## config.mk

```make
export PLATFORM = sky130hd
export DESIGN_NAME = correlator_top
export DESIGN_NICKNAME = d
export VERILOG_FILES = /design/src/hdl/corr_pkg.sv /design/src/hdl/apb_regs.sv /design/src/hdl/coincidence_counter.sv /design/src/hdl/correlator_array.sv /design/src/hdl/correlator_top.sv /design/src/hdl/delay_line.sv /design/src/hdl/frame_serializer.sv /design/src/hdl/integration_timer.sv
export VERILOG_INCLUDE_DIRS = /design/src /design/src/include
export SDC_FILE = /design/constraint.sdc
export NUM_CORES = 2
export LEC_CHECK = 0
export ABC_CLOCK_PERIOD_IN_PS = 18020
export BUFFER_PORTS_ARGS = -buffer_cell sky130_fd_sc_hd__buf_2
export CORE_MARGIN = 8
export CORE_UTILIZATION = 65
export CTS_BUF_LIST = sky130_fd_sc_hd__clkbuf_8
export DETAILED_ROUTE_END_ITERATION = 6
export PLACE_DENSITY = 0.82
export SLEW_MARGIN = 10
export SYNTH_ARGS = -nofsm -noshare
export SYNTH_HDL_FRONTEND = slang
export SYNTH_SLANG_ARGS = --single-unit
```

## constraint.sdc

```tcl
create_clock -name intclk -period 18.02 [get_ports intclk]
set_input_delay 0.901 -clock intclk [delete_from_list [all_inputs] [get_ports intclk]]
set_output_delay 0.901 -clock intclk [all_outputs]
set_load 0.05 [all_outputs]
```

## src/include/corr_regmap.svh

```systemverilog
// #########################################################################
// Correlator register map
// APB offsets and bit positions of the control and status registers
// #########################################################################

`ifndef CORR_REGMAP_SVH
`define CORR_REGMAP_SVH

`define CORR_REG_CTRL        4'h0
`define CORR_REG_INTEG_LEN   4'h4
`define CORR_REG_STATUS      4'h8
`define CORR_REG_CONFIG      4'hC

`define CORR_CTRL_RUN_BIT    0
`define CORR_CTRL_INV_LSB    4
`define CORR_STATUS_OVF_BIT  16
`define CORR_STATUS_DROP_BIT 17

`endif

```

## src/hdl/corr_pkg.sv

```systemverilog
// #########################################################################
// Correlator package
// Sizes, frame layout, register constants and the shared struct types
// #########################################################################

`default_nettype none

package corr_pkg;

`include "corr_regmap.svh"

	localparam int NUM_INPUTS = 4;
	localparam int LAG_AUTO = 4; // Lags 1 to LAG_AUTO
	localparam int LAG_CROSS = 2;
	localparam int CROSS_LAGS = 2*LAG_CROSS - 1; // Lags -1, 0 and +1
	localparam int NUM_BASELINES = NUM_INPUTS*(NUM_INPUTS-1)/2;
	localparam int HIST_DEPTH = LAG_AUTO + 1;
	localparam int RESOLUTION = 12;
	localparam int WORD_WIDTH = 16;

	// Counter order matches the frame, one word per counter after the header
	localparam int NUM_AUTOS = NUM_INPUTS*LAG_AUTO;
	localparam int NUM_CROSSES = NUM_BASELINES*CROSS_LAGS;
	localparam int NUM_COUNTERS = NUM_INPUTS + NUM_AUTOS + NUM_CROSSES;
	localparam int AUTO_BASE = NUM_INPUTS;
	localparam int CROSS_BASE = NUM_INPUTS + NUM_AUTOS;
	localparam int FRAME_WORDS = 1 + NUM_COUNTERS;
	localparam int FRAME_IDX_W = $clog2(FRAME_WORDS);

	localparam logic [3:0] REG_CTRL = `CORR_REG_CTRL;
	localparam logic [3:0] REG_INTEG_LEN = `CORR_REG_INTEG_LEN;
	localparam logic [3:0] REG_STATUS = `CORR_REG_STATUS;
	localparam logic [3:0] REG_CONFIG = `CORR_REG_CONFIG;
	localparam int CTRL_RUN = `CORR_CTRL_RUN_BIT;
	localparam int CTRL_INV_LSB = `CORR_CTRL_INV_LSB;
	localparam int STATUS_OVF = `CORR_STATUS_OVF_BIT;
	localparam int STATUS_DROP = `CORR_STATUS_DROP_BIT;
	localparam logic [31:0] CONFIG_WORD = {8'(RESOLUTION), 8'(LAG_CROSS),
		8'(LAG_AUTO), 8'(NUM_INPUTS)};

	typedef logic [RESOLUTION-1:0] count_t;
	typedef logic [WORD_WIDTH-1:0] frame_word_t;
	typedef logic [NUM_INPUTS-1:0] sample_t;

	localparam count_t COUNT_MAX = '1;

	typedef struct packed {
		count_t [NUM_INPUTS-1:0] pulses;
		count_t [NUM_AUTOS-1:0] autos; // Input-major, lag ascending
		count_t [NUM_CROSSES-1:0] crosses; // Baseline-major, lag -1, 0, +1
		logic [NUM_COUNTERS-1:0] overflow;
	} corr_counts_t;

	typedef struct packed {
		logic [3:0] paddr;
		logic psel;
		logic penable;
		logic pwrite;
		logic [31:0] pwdata;
	} apb_req_t;

	typedef struct packed {
		logic [31:0] prdata;
		logic pready;
		logic pslverr;
	} apb_rsp_t;

	// Pairs run (0,1), (0,2), (0,3), (1,2), (1,3), (2,3)
	function automatic int baseline_index(input int a, input int b);
		return a*(2*NUM_INPUTS - a - 1)/2 + (b - a - 1);
	endfunction

endpackage

`default_nettype wire

```

## src/hdl/apb_regs.sv

```systemverilog
// #########################################################################
// APB register block
// Control, window length, status with sticky flags, and build config
// #########################################################################

`timescale 1ns/10ps
`default_nettype none

module apb_regs
	import corr_pkg::*;
(
	input  logic intclk,
	input  logic rst,
	input  apb_req_t apb_in,
	output apb_rsp_t apb_out,
	input  frame_word_t frame_number,
	input  logic overflow_any,
	input  logic frame_dropped,
	output logic run,
	output sample_t invert_mask,
	output logic [15:0] integ_len
);

	logic access;
	logic wr_en;
	logic wr_status;
	logic ovf_sticky;
	logic drop_sticky;

	assign access = apb_in.psel && apb_in.penable;
	assign wr_en = access && apb_in.pwrite;
	assign wr_status = wr_en && (apb_in.paddr == REG_STATUS);

	always_ff @(posedge intclk) begin
		if (rst) begin
			run <= 1'b0;
			invert_mask <= '0;
			integ_len <= '0;
			ovf_sticky <= 1'b0;
			drop_sticky <= 1'b0;
		end else begin
			if (wr_en && apb_in.paddr == REG_CTRL) begin
				run <= apb_in.pwdata[CTRL_RUN];
				invert_mask <= apb_in.pwdata[CTRL_INV_LSB +: NUM_INPUTS];
			end
			if (wr_en && apb_in.paddr == REG_INTEG_LEN)
				integ_len <= apb_in.pwdata[15:0];
			// A new event wins over a clear in the same cycle
			ovf_sticky <= (ovf_sticky & ~(wr_status & apb_in.pwdata[STATUS_OVF])) | overflow_any;
			drop_sticky <= (drop_sticky & ~(wr_status & apb_in.pwdata[STATUS_DROP]))
				| frame_dropped;
		end
	end

	always_comb begin
		apb_out.prdata = '0;
		apb_out.pready = 1'b1; // No wait states
		apb_out.pslverr = 1'b0;
		case (apb_in.paddr)
			REG_CTRL: begin
				apb_out.prdata[CTRL_RUN] = run;
				apb_out.prdata[CTRL_INV_LSB +: NUM_INPUTS] = invert_mask;
			end
			REG_INTEG_LEN: apb_out.prdata[15:0] = integ_len;
			REG_STATUS: begin
				apb_out.prdata[15:0] = frame_number;
				apb_out.prdata[STATUS_OVF] = ovf_sticky;
				apb_out.prdata[STATUS_DROP] = drop_sticky;
			end
			REG_CONFIG: begin
				apb_out.prdata = CONFIG_WORD;
				apb_out.pslverr = wr_en; // Read-only
			end
			default: apb_out.pslverr = access;
		endcase
	end

	a_apb_setup: assert property (@(posedge intclk) disable iff (rst)
		apb_in.penable |-> $past(apb_in.psel));

endmodule

`default_nettype wire

```

## src/hdl/coincidence_counter.sv

```systemverilog
// #########################################################################
// Coincidence counter
// Counts cycles where both taps are high, saturating at full scale
// #########################################################################

`timescale 1ns/10ps
`default_nettype none

module coincidence_counter
	import corr_pkg::*;
(
	input  logic intclk,
	input  logic rst,
	input  logic en,
	input  logic load,
	input  logic tap_a,
	input  logic tap_b,
	output count_t count,
	output logic saturated
);

	logic hit;

	assign hit = tap_a & tap_b;

	always_ff @(posedge intclk) begin
		if (rst) begin
			count <= '0;
			saturated <= 1'b0;
		end else if (en) begin
			if (load) begin
				count <= {{(RESOLUTION-1){1'b0}}, hit}; // First sample of a window
				saturated <= 1'b0;
			end else if (hit) begin
				if (count == COUNT_MAX)
					saturated <= 1'b1; // Increment lost, count stays at full scale
				else
					count <= count + 1'b1;
			end
		end
	end

	a_monotonic: assert property (@(posedge intclk) disable iff (rst)
		!(en && load) |=> count >= $past(count));

endmodule

`default_nettype wire

```

## src/hdl/correlator_array.sv

```systemverilog
// #########################################################################
// Correlator array
// Inverts the lines, keeps their history and runs the pulse, auto and
// cross coincidence counters off the history taps
// #########################################################################

`timescale 1ns/10ps
`default_nettype none

module correlator_array
	import corr_pkg::*;
(
	input  logic intclk,
	input  logic rst,
	input  logic count_en,
	input  logic window_start,
	input  sample_t line_in,
	input  sample_t invert_mask,
	output wire corr_counts_t counts
);

	sample_t sample;
	sample_t [HIST_DEPTH-1:0] history;
	logic en_q;
	logic load_q;

	assign sample = line_in ^ invert_mask;

	delay_line u_hist (
		.intclk(intclk),
		.rst(rst),
		.sample(sample),
		.history(history)
	);

	// Enables trail by one cycle so they line up with tap 0
	always_ff @(posedge intclk) begin
		if (rst) begin
			en_q <= 1'b0;
			load_q <= 1'b0;
		end else begin
			en_q <= count_en;
			load_q <= window_start;
		end
	end

	// #########################################################################
	// Pulse and auto counters
	// #########################################################################
	for (genvar i = 0; i < NUM_INPUTS; i++) begin : g_input
		coincidence_counter u_pulse (
			.intclk(intclk), .rst(rst), .en(en_q), .load(load_q),
			.tap_a(history[0][i]), .tap_b(history[0][i]),
			.count(counts.pulses[i]), .saturated(counts.overflow[i])
		);
		for (genvar k = 1; k <= LAG_AUTO; k++) begin : g_auto
			coincidence_counter u_auto (
				.intclk(intclk), .rst(rst), .en(en_q), .load(load_q),
				.tap_a(history[0][i]), .tap_b(history[k][i]),
				.count(counts.autos[i*LAG_AUTO + k - 1]),
				.saturated(counts.overflow[AUTO_BASE + i*LAG_AUTO + k - 1])
			);
		end
	end

	// #########################################################################
	// Cross counters, j = 0 is lag -1
	// #########################################################################
	for (genvar a = 0; a < NUM_INPUTS; a++) begin : g_cross_a
		for (genvar b = a + 1; b < NUM_INPUTS; b++) begin : g_cross_b
			for (genvar j = 0; j < CROSS_LAGS; j++) begin : g_lag
				// Negative lags delay input a, positive lags delay input b
				coincidence_counter u_cross (
					.intclk(intclk), .rst(rst), .en(en_q), .load(load_q),
					.tap_a(history[(j < LAG_CROSS-1) ? (LAG_CROSS-1-j) : 0][a]),
					.tap_b(history[(j > LAG_CROSS-1) ? (j-LAG_CROSS+1) : 0][b]),
					.count(counts.crosses[baseline_index(a, b)*CROSS_LAGS + j]),
					.saturated(counts.overflow[CROSS_BASE + baseline_index(a, b)*CROSS_LAGS + j])
				);
			end
		end
	end

endmodule

`default_nettype wire

```

## src/hdl/correlator_top.sv

```systemverilog
// #########################################################################
// Photon coincidence correlator
// APB control, window timing, counter array and frame stream output
// #########################################################################

`timescale 1ns/10ps
`default_nettype none

module correlator_top
	import corr_pkg::*;
(
	input  logic intclk,
	input  logic rst,
	input  apb_req_t apb_in,
	output apb_rsp_t apb_out,
	input  sample_t line_in,
	output frame_word_t frame_word,
	output logic frame_valid,
	input  logic frame_ready,
	output logic window_active
);

	logic run;
	sample_t invert_mask;
	logic [15:0] integ_len;
	logic count_en;
	logic window_start;
	logic window_done;
	frame_word_t frame_number;
	corr_counts_t counts;
	logic frame_dropped;
	logic overflow_any;

	apb_regs u_regs (
		.intclk(intclk), .rst(rst), .apb_in(apb_in), .apb_out(apb_out),
		.frame_number(frame_number), .overflow_any(overflow_any),
		.frame_dropped(frame_dropped), .run(run), .invert_mask(invert_mask),
		.integ_len(integ_len)
	);

	integration_timer u_timer (
		.intclk(intclk), .rst(rst), .run(run), .integ_len(integ_len),
		.count_en(count_en), .window_start(window_start), .window_done(window_done),
		.window_active(window_active), .frame_number(frame_number)
	);

	correlator_array u_array (
		.intclk(intclk), .rst(rst), .count_en(count_en), .window_start(window_start),
		.line_in(line_in), .invert_mask(invert_mask), .counts(counts)
	);

	frame_serializer u_ser (
		.intclk(intclk), .rst(rst), .window_done(window_done), .counts(counts),
		.frame_number(frame_number), .frame_ready(frame_ready),
		.frame_word(frame_word), .frame_valid(frame_valid),
		.frame_dropped(frame_dropped), .overflow_any(overflow_any)
	);

endmodule

`default_nettype wire

```

## src/hdl/delay_line.sv

```systemverilog
// #########################################################################
// Sample history
// Shift register of past samples from every line, deep enough for the
// longest lag
// #########################################################################

`timescale 1ns/10ps
`default_nettype none

module delay_line
	import corr_pkg::*;
(
	input  logic intclk,
	input  logic rst,
	input  sample_t sample,
	output sample_t [HIST_DEPTH-1:0] history
);

	// History survives between windows so lags reach back across the gap
	always_ff @(posedge intclk) begin
		if (rst) begin
			history <= '0;
		end else begin
			history <= {history[HIST_DEPTH-2:0], sample}; // Newest sample in tap 0
		end
	end

endmodule

`default_nettype wire

```

## src/hdl/frame_serializer.sv

```systemverilog
// #########################################################################
// Frame serializer
// Snapshots the counts after each window and streams them as 16-bit
// words under valid/ready, dropping a snapshot while a frame is pending
// #########################################################################

`timescale 1ns/10ps
`default_nettype none

module frame_serializer
	import corr_pkg::*;
(
	input  logic intclk,
	input  logic rst,
	input  logic window_done,
	input  corr_counts_t counts,
	input  frame_word_t frame_number,
	input  logic frame_ready,
	output frame_word_t frame_word,
	output logic frame_valid,
	output logic frame_dropped,
	output logic overflow_any
);

	frame_word_t [FRAME_WORDS-1:0] words_in;
	frame_word_t [FRAME_WORDS-1:0] snap;
	logic [FRAME_IDX_W-1:0] word_idx;
	logic done_q;
	logic last_beat;
	logic busy;
	logic take;

	always_comb begin
		words_in[0] = frame_number;
		for (int i = 0; i < NUM_INPUTS; i++)
			words_in[1 + i] = frame_word_t'(counts.pulses[i]);
		for (int i = 0; i < NUM_AUTOS; i++)
			words_in[1 + AUTO_BASE + i] = frame_word_t'(counts.autos[i]);
		for (int i = 0; i < NUM_CROSSES; i++)
			words_in[1 + CROSS_BASE + i] = frame_word_t'(counts.crosses[i]);
	end

	assign overflow_any = |counts.overflow;

	// A frame ending on this edge frees the slot for the next snapshot
	assign last_beat = frame_valid && frame_ready
		&& (word_idx == FRAME_IDX_W'(FRAME_WORDS - 1));
	assign busy = frame_valid && !last_beat;
	assign take = done_q && !busy;
	assign frame_dropped = done_q && busy;
	assign frame_word = snap[word_idx];

	always_ff @(posedge intclk) begin
		if (rst) begin
			done_q <= 1'b0;
			frame_valid <= 1'b0;
			word_idx <= '0;
		end else begin
			done_q <= window_done; // Last counted sample lands one cycle after window_done
			if (take) begin
				frame_valid <= 1'b1;
				word_idx <= '0;
			end else if (last_beat) begin
				frame_valid <= 1'b0;
				word_idx <= '0;
			end else if (frame_valid && frame_ready) begin
				word_idx <= word_idx + 1'b1;
			end
		end
	end

	always_ff @(posedge intclk) begin
		if (take)
			snap <= words_in;
	end

	a_hold: assert property (@(posedge intclk) disable iff (rst)
		frame_valid && !frame_ready |=> frame_valid && $stable(frame_word));

endmodule

`default_nettype wire

```

## src/hdl/integration_timer.sv

```systemverilog
// #########################################################################
// Integration timer
// Runs windows of integ_len counted cycles with a one-cycle gap between
// them, and numbers the completed windows
// #########################################################################

`timescale 1ns/10ps
`default_nettype none

module integration_timer
	import corr_pkg::*;
(
	input  logic intclk,
	input  logic rst,
	input  logic run,
	input  logic [15:0] integ_len,
	output logic count_en,
	output logic window_start,
	output logic window_done,
	output logic window_active,
	output frame_word_t frame_number
);

	typedef enum logic [1:0] {IDLE, ACTIVE, GAP} state_t;

	state_t state;
	logic [15:0] cycle_cnt;
	logic [15:0] last_cycle;

	assign last_cycle = (integ_len == 16'd0) ? 16'd0 : integ_len - 16'd1; // Zero runs as one

	always_ff @(posedge intclk) begin
		if (rst) begin
			state <= IDLE;
			cycle_cnt <= '0;
			frame_number <= '0;
		end else begin
			case (state)
				IDLE: if (run) state <= ACTIVE;
				ACTIVE: begin
					// Dropping run closes the window early
					if (!run || cycle_cnt >= last_cycle) begin
						state <= GAP;
						cycle_cnt <= '0;
						frame_number <= frame_number + 1'b1;
					end else begin
						cycle_cnt <= cycle_cnt + 1'b1;
					end
				end
				GAP: state <= run ? ACTIVE : IDLE;
				default: state <= IDLE;
			endcase
		end
	end

	assign window_active = (state == ACTIVE);
	assign count_en = window_active; // Every active cycle is counted
	assign window_start = window_active && (cycle_cnt == 16'd0);
	assign window_done = (state == GAP);

	// A window that runs on starts right after its single gap cycle
	a_gap_restart: assert property (@(posedge intclk) disable iff (rst)
		window_done && run |=> window_start && !window_done);

endmodule

`default_nettype wire

```

==> summary.md <==
| Metric | Value |
|---|---|
| Final WL | `116 mm` |
| Core ar. | `69,800 sq um` |
| Final ANT Viol Nets | `0` |
| Clock sinks | `1,053` |
| Hold_buf cts | `0` |
| Max transition margin | `21.2%` |
| Critical-path cell list | `nand2_1 > o21ai_0 > and2_4 > buf_12 > buf_4 > buf_4` |
| Switching Fraction | `22.3%` |
| Final Skew | `37.1 ps` |
| Final TNS setup | `0 ps` |
| Number of synthesized flops with an enable pin | `472` |
| Global-route wire length before repair | `178 mm` |
| Leading area contributor after synthesis | `edfxtp_1` |
| Setup bufs post-CTS | `0` |
| Status | `finished clean` |
| Seq pwr share | `55.2%` |
| Vias in the first global route | `31.7k` |
| Setup violators final | `0` |
| Slowest-stage cell, CP | `dfxtp_1` |
| DRC viols | `0` |
| Fraction of registers with async set/reset | `0%` |
| Top delay family on crit path | `buffers and inverters` |
| F_max | `161 MHz` |
| Top_reg_cell synth | `dfxtp_1` |
| R2R setup slack | `11,800 ps` |
| CP arrival | `6630 ps` |
| Cell Area, Placed | `46,600 sq um` |
| Setup WS post-layout | `11,800 ps` |
| Routability Congestion | `0.934` |
| WS Path Type | `reg -> reg` |
| Share of layout cells above drive strength 1 | `11.4%` |
| Row Count | `97` |
| CP Max Fanout | `201` |
| Max incr delay on CP | `870 ps` |
| Final clock period utilization by the worst path | `34.5%` |
| Slew @ Worst Pin | `1180 ps` |
| Commonest cells in the netlist | `581 x dfxtp_1, 578 x nor2_1, 472 x edfxtp_1` |
| Clock power share | `43.5%` |
| Final Instance Area | `49,800 sq um` |
| Gate power share | `1.3%` |
| IO Pins | `98` |
| Clock transition at path regs | `70 ps` |
| Initial Utilization | `65.4%` |
| Final count of hold timing violations | `0` |
| Detailed placement HPWL | `77.1 mm` |
| Buffers on Ports | `70` |
| RSZ-0062 raised after global routing | `no` |
| Worst Hold Class | `in -> reg` |
| Clock buffer depth | `3` |
| WP buf/inv | `3` |
| Seq/Total Area, Yosys | `56.6%` |
| Max cap viols | `0` |
| Tot GR Track Use | `28.8%` |
| Worst IR Drop VDD | `0.0662 mV` |
| Via/cell ratio | `6.30` |
| Pwr Density | `90.2 nW/um^2` |
| Syn Inst Count | `4,146` |
| Detailed Route Iter0 Violations | `3,911` |
| DIE AREA | `78,900 sq um` |
| CTS tree | `yes` |
| Grt ovf | `0` |
| Yosys cell types | `80` |
| Worst Setup Start Kind | `register` |
| Post-Layout Cell Count | `5,306` |
| Seq cells post-synth | `1,053` |
| DR pass1 iterations | `6` |
| Synth top area cells | `edfxtp_1 31%, dfxtp_1 25%, mux4_2 4.9%` |
| CP required | `18,430 ps` |
| Synth warn | `0` |
| Placed insts | `4,993` |
| Count leader, synth | `dfxtp_1` |
| Die width | `281 um` |
| Via Count | `33.4k` |
| Die height | `281 um` |
| Area share of the largest cell type after synthesis | `31.1%` |
| P_leak | `16.0 nW` |
| Pre-CTS setup slack | `12,180 ps` |
| Psw | `0.00100 W` |
| H-tree depth | `4` |
| Synth Area per Inst | `11.0 sq um` |
| Clk_lat worst skew | `820 ps` |
| CP most frequent cell | `buf_4` |
| WL/cell | `21.8 um` |
| Minimum clock period | `6220 ps` |
| Nets | `4,327` |
| CTS buffer count | `165` |
| Area Overhead vs Synth | `9.25%` |
| Internal power | `0.00349 W` |
| Post-cts sizing count | `0` |
| Synthesized cell area | `45,600 sq um` |
| CP endpoint kind | `register` |
| Max Transition Viols Final | `0` |
| Largest net degree at the start of global routing | `202` |
| Root buffer cell | `clkbuf_8` |
| Initial antenna violation count | `6` |
## layout make-up
type                            instances  area (sq um)
Multi-Input combinational cell       2844         18700
Inverter                               53           199
Antenna cell                            3          7.51
Clock buffer                          188          2590
Timing Repair Buffer                  103           642
Sequential cell                      1053         25800
Fill cell                            4787         19900
Clock inverter                        122           662
Tap cell                              940          1180
## flip-flops by register name (all words and copies together), names as in the netlist, 6 cells and up
name	flops
u_array.g_cross_a.g_cross_b.g_lag.u_cross.count	216
u_array.g_cross_a.g_cross_b.g_lag.u_cross.saturated	18
u_array.g_input.g_auto.u_auto.count	192
u_array.g_input.g_auto.u_auto.saturated	16
u_array.g_input.u_pulse.count	48
u_array.u_hist.history	20
u_regs.integ_len	16
u_ser.snap	472
u_ser.word_idx	6
u_timer.cycle_cnt	16
u_timer.frame_number	16
## final timing paths
check | start | to | depth (start not counted)
worst min-delay path | apb_in[9] | u_regs.integ_len[9]$_SDFFE_PP0P_ | 3
worst max register to register | u_ser.word_idx[5]$_SDFFE_PP0P_ | u_ser.snap[565]$_DFFE_PP_ | 6
worst max-delay path | u_ser.word_idx[5]$_SDFFE_PP0P_ | u_ser.snap[565]$_DFFE_PP_ | 6
worst min register to register | register | u_ser.snap[555]$_DFFE_PP_ | 0
## routing by layer
metal,vias to the layer above,GRT usage [%],wire length [um]
li1,15399,-,-
met1,16000,37.6,45800
met2,1673,43.8,51400
met3,340,8.32,12700
met4,4,14.6,5630
met5,-,0,34
## power by group through the flow
stage | Clock [W] | Sequential (W) | Combinational, W
after floorplan | 0 | 0.00253 | 0.0000440
after global placement | 0 | 0.00253 | 0.0000591
after detailed placement | 0 | 0.00253 | 0.0000593
after CTS | 0.00198 | 0.00248 | 0.0000594
after global routing | 0.00208 | 0.00248 | 0.0000646
final | 0.00196 | 0.00248 | 0.0000607
## cell families (layout without fill, tap and decap cells)
logic type / Yosys count / after routing / synth area share (%)
buffers and inverters: 260 / 466 / 2.49
adders and majority gates: 61 / 61 / 1.67
muxes: 153 / 153 / 6.15
AOI/OAI and AO/OA: 552 / 552 / 7.92
and+or+nand+nor: 1704 / 1704 / 18.3
other: 2 / 16 / 0.0165
DFF: 1053 / 1053 / 56.6
xor gates and xnor gates: 361 / 361 / 6.93
## cell usage in the layout (no fill, tap or decap), drive strengths merged, types with 61 or more instances in the layout
cell type	netlist	layout
nand4	140	140
nand2	303	303
inv	51	120
a21oi	194	194
nand3	194	194
buf	80	103
dfxtp	581	581
nor2	578	578
o21ai	100	100
clkbuf	127	188
nor3	92	92
xor2	185	185
edfxtp	472	472
and3	77	77
xnor2	176	176
ha	61	61
mux4	100	100
## per-stage QoR
stage                     total power, W  hold WS, ps  util [%]
after global routing             0.00462          302      71.4
after detailed placement         0.00259          420      66.7
after floorplan                  0.00257          407         -
after CTS                        0.00451          264      71.4
final                            0.00449          324      71.4
after global placement           0.00259          412      66.7
## tightest hold or removal path, cell delays in order
cell and delay, ps:
buf_2 90, nand2_1 40, a21oi_1 50
(Power assumes the default switching activity.)
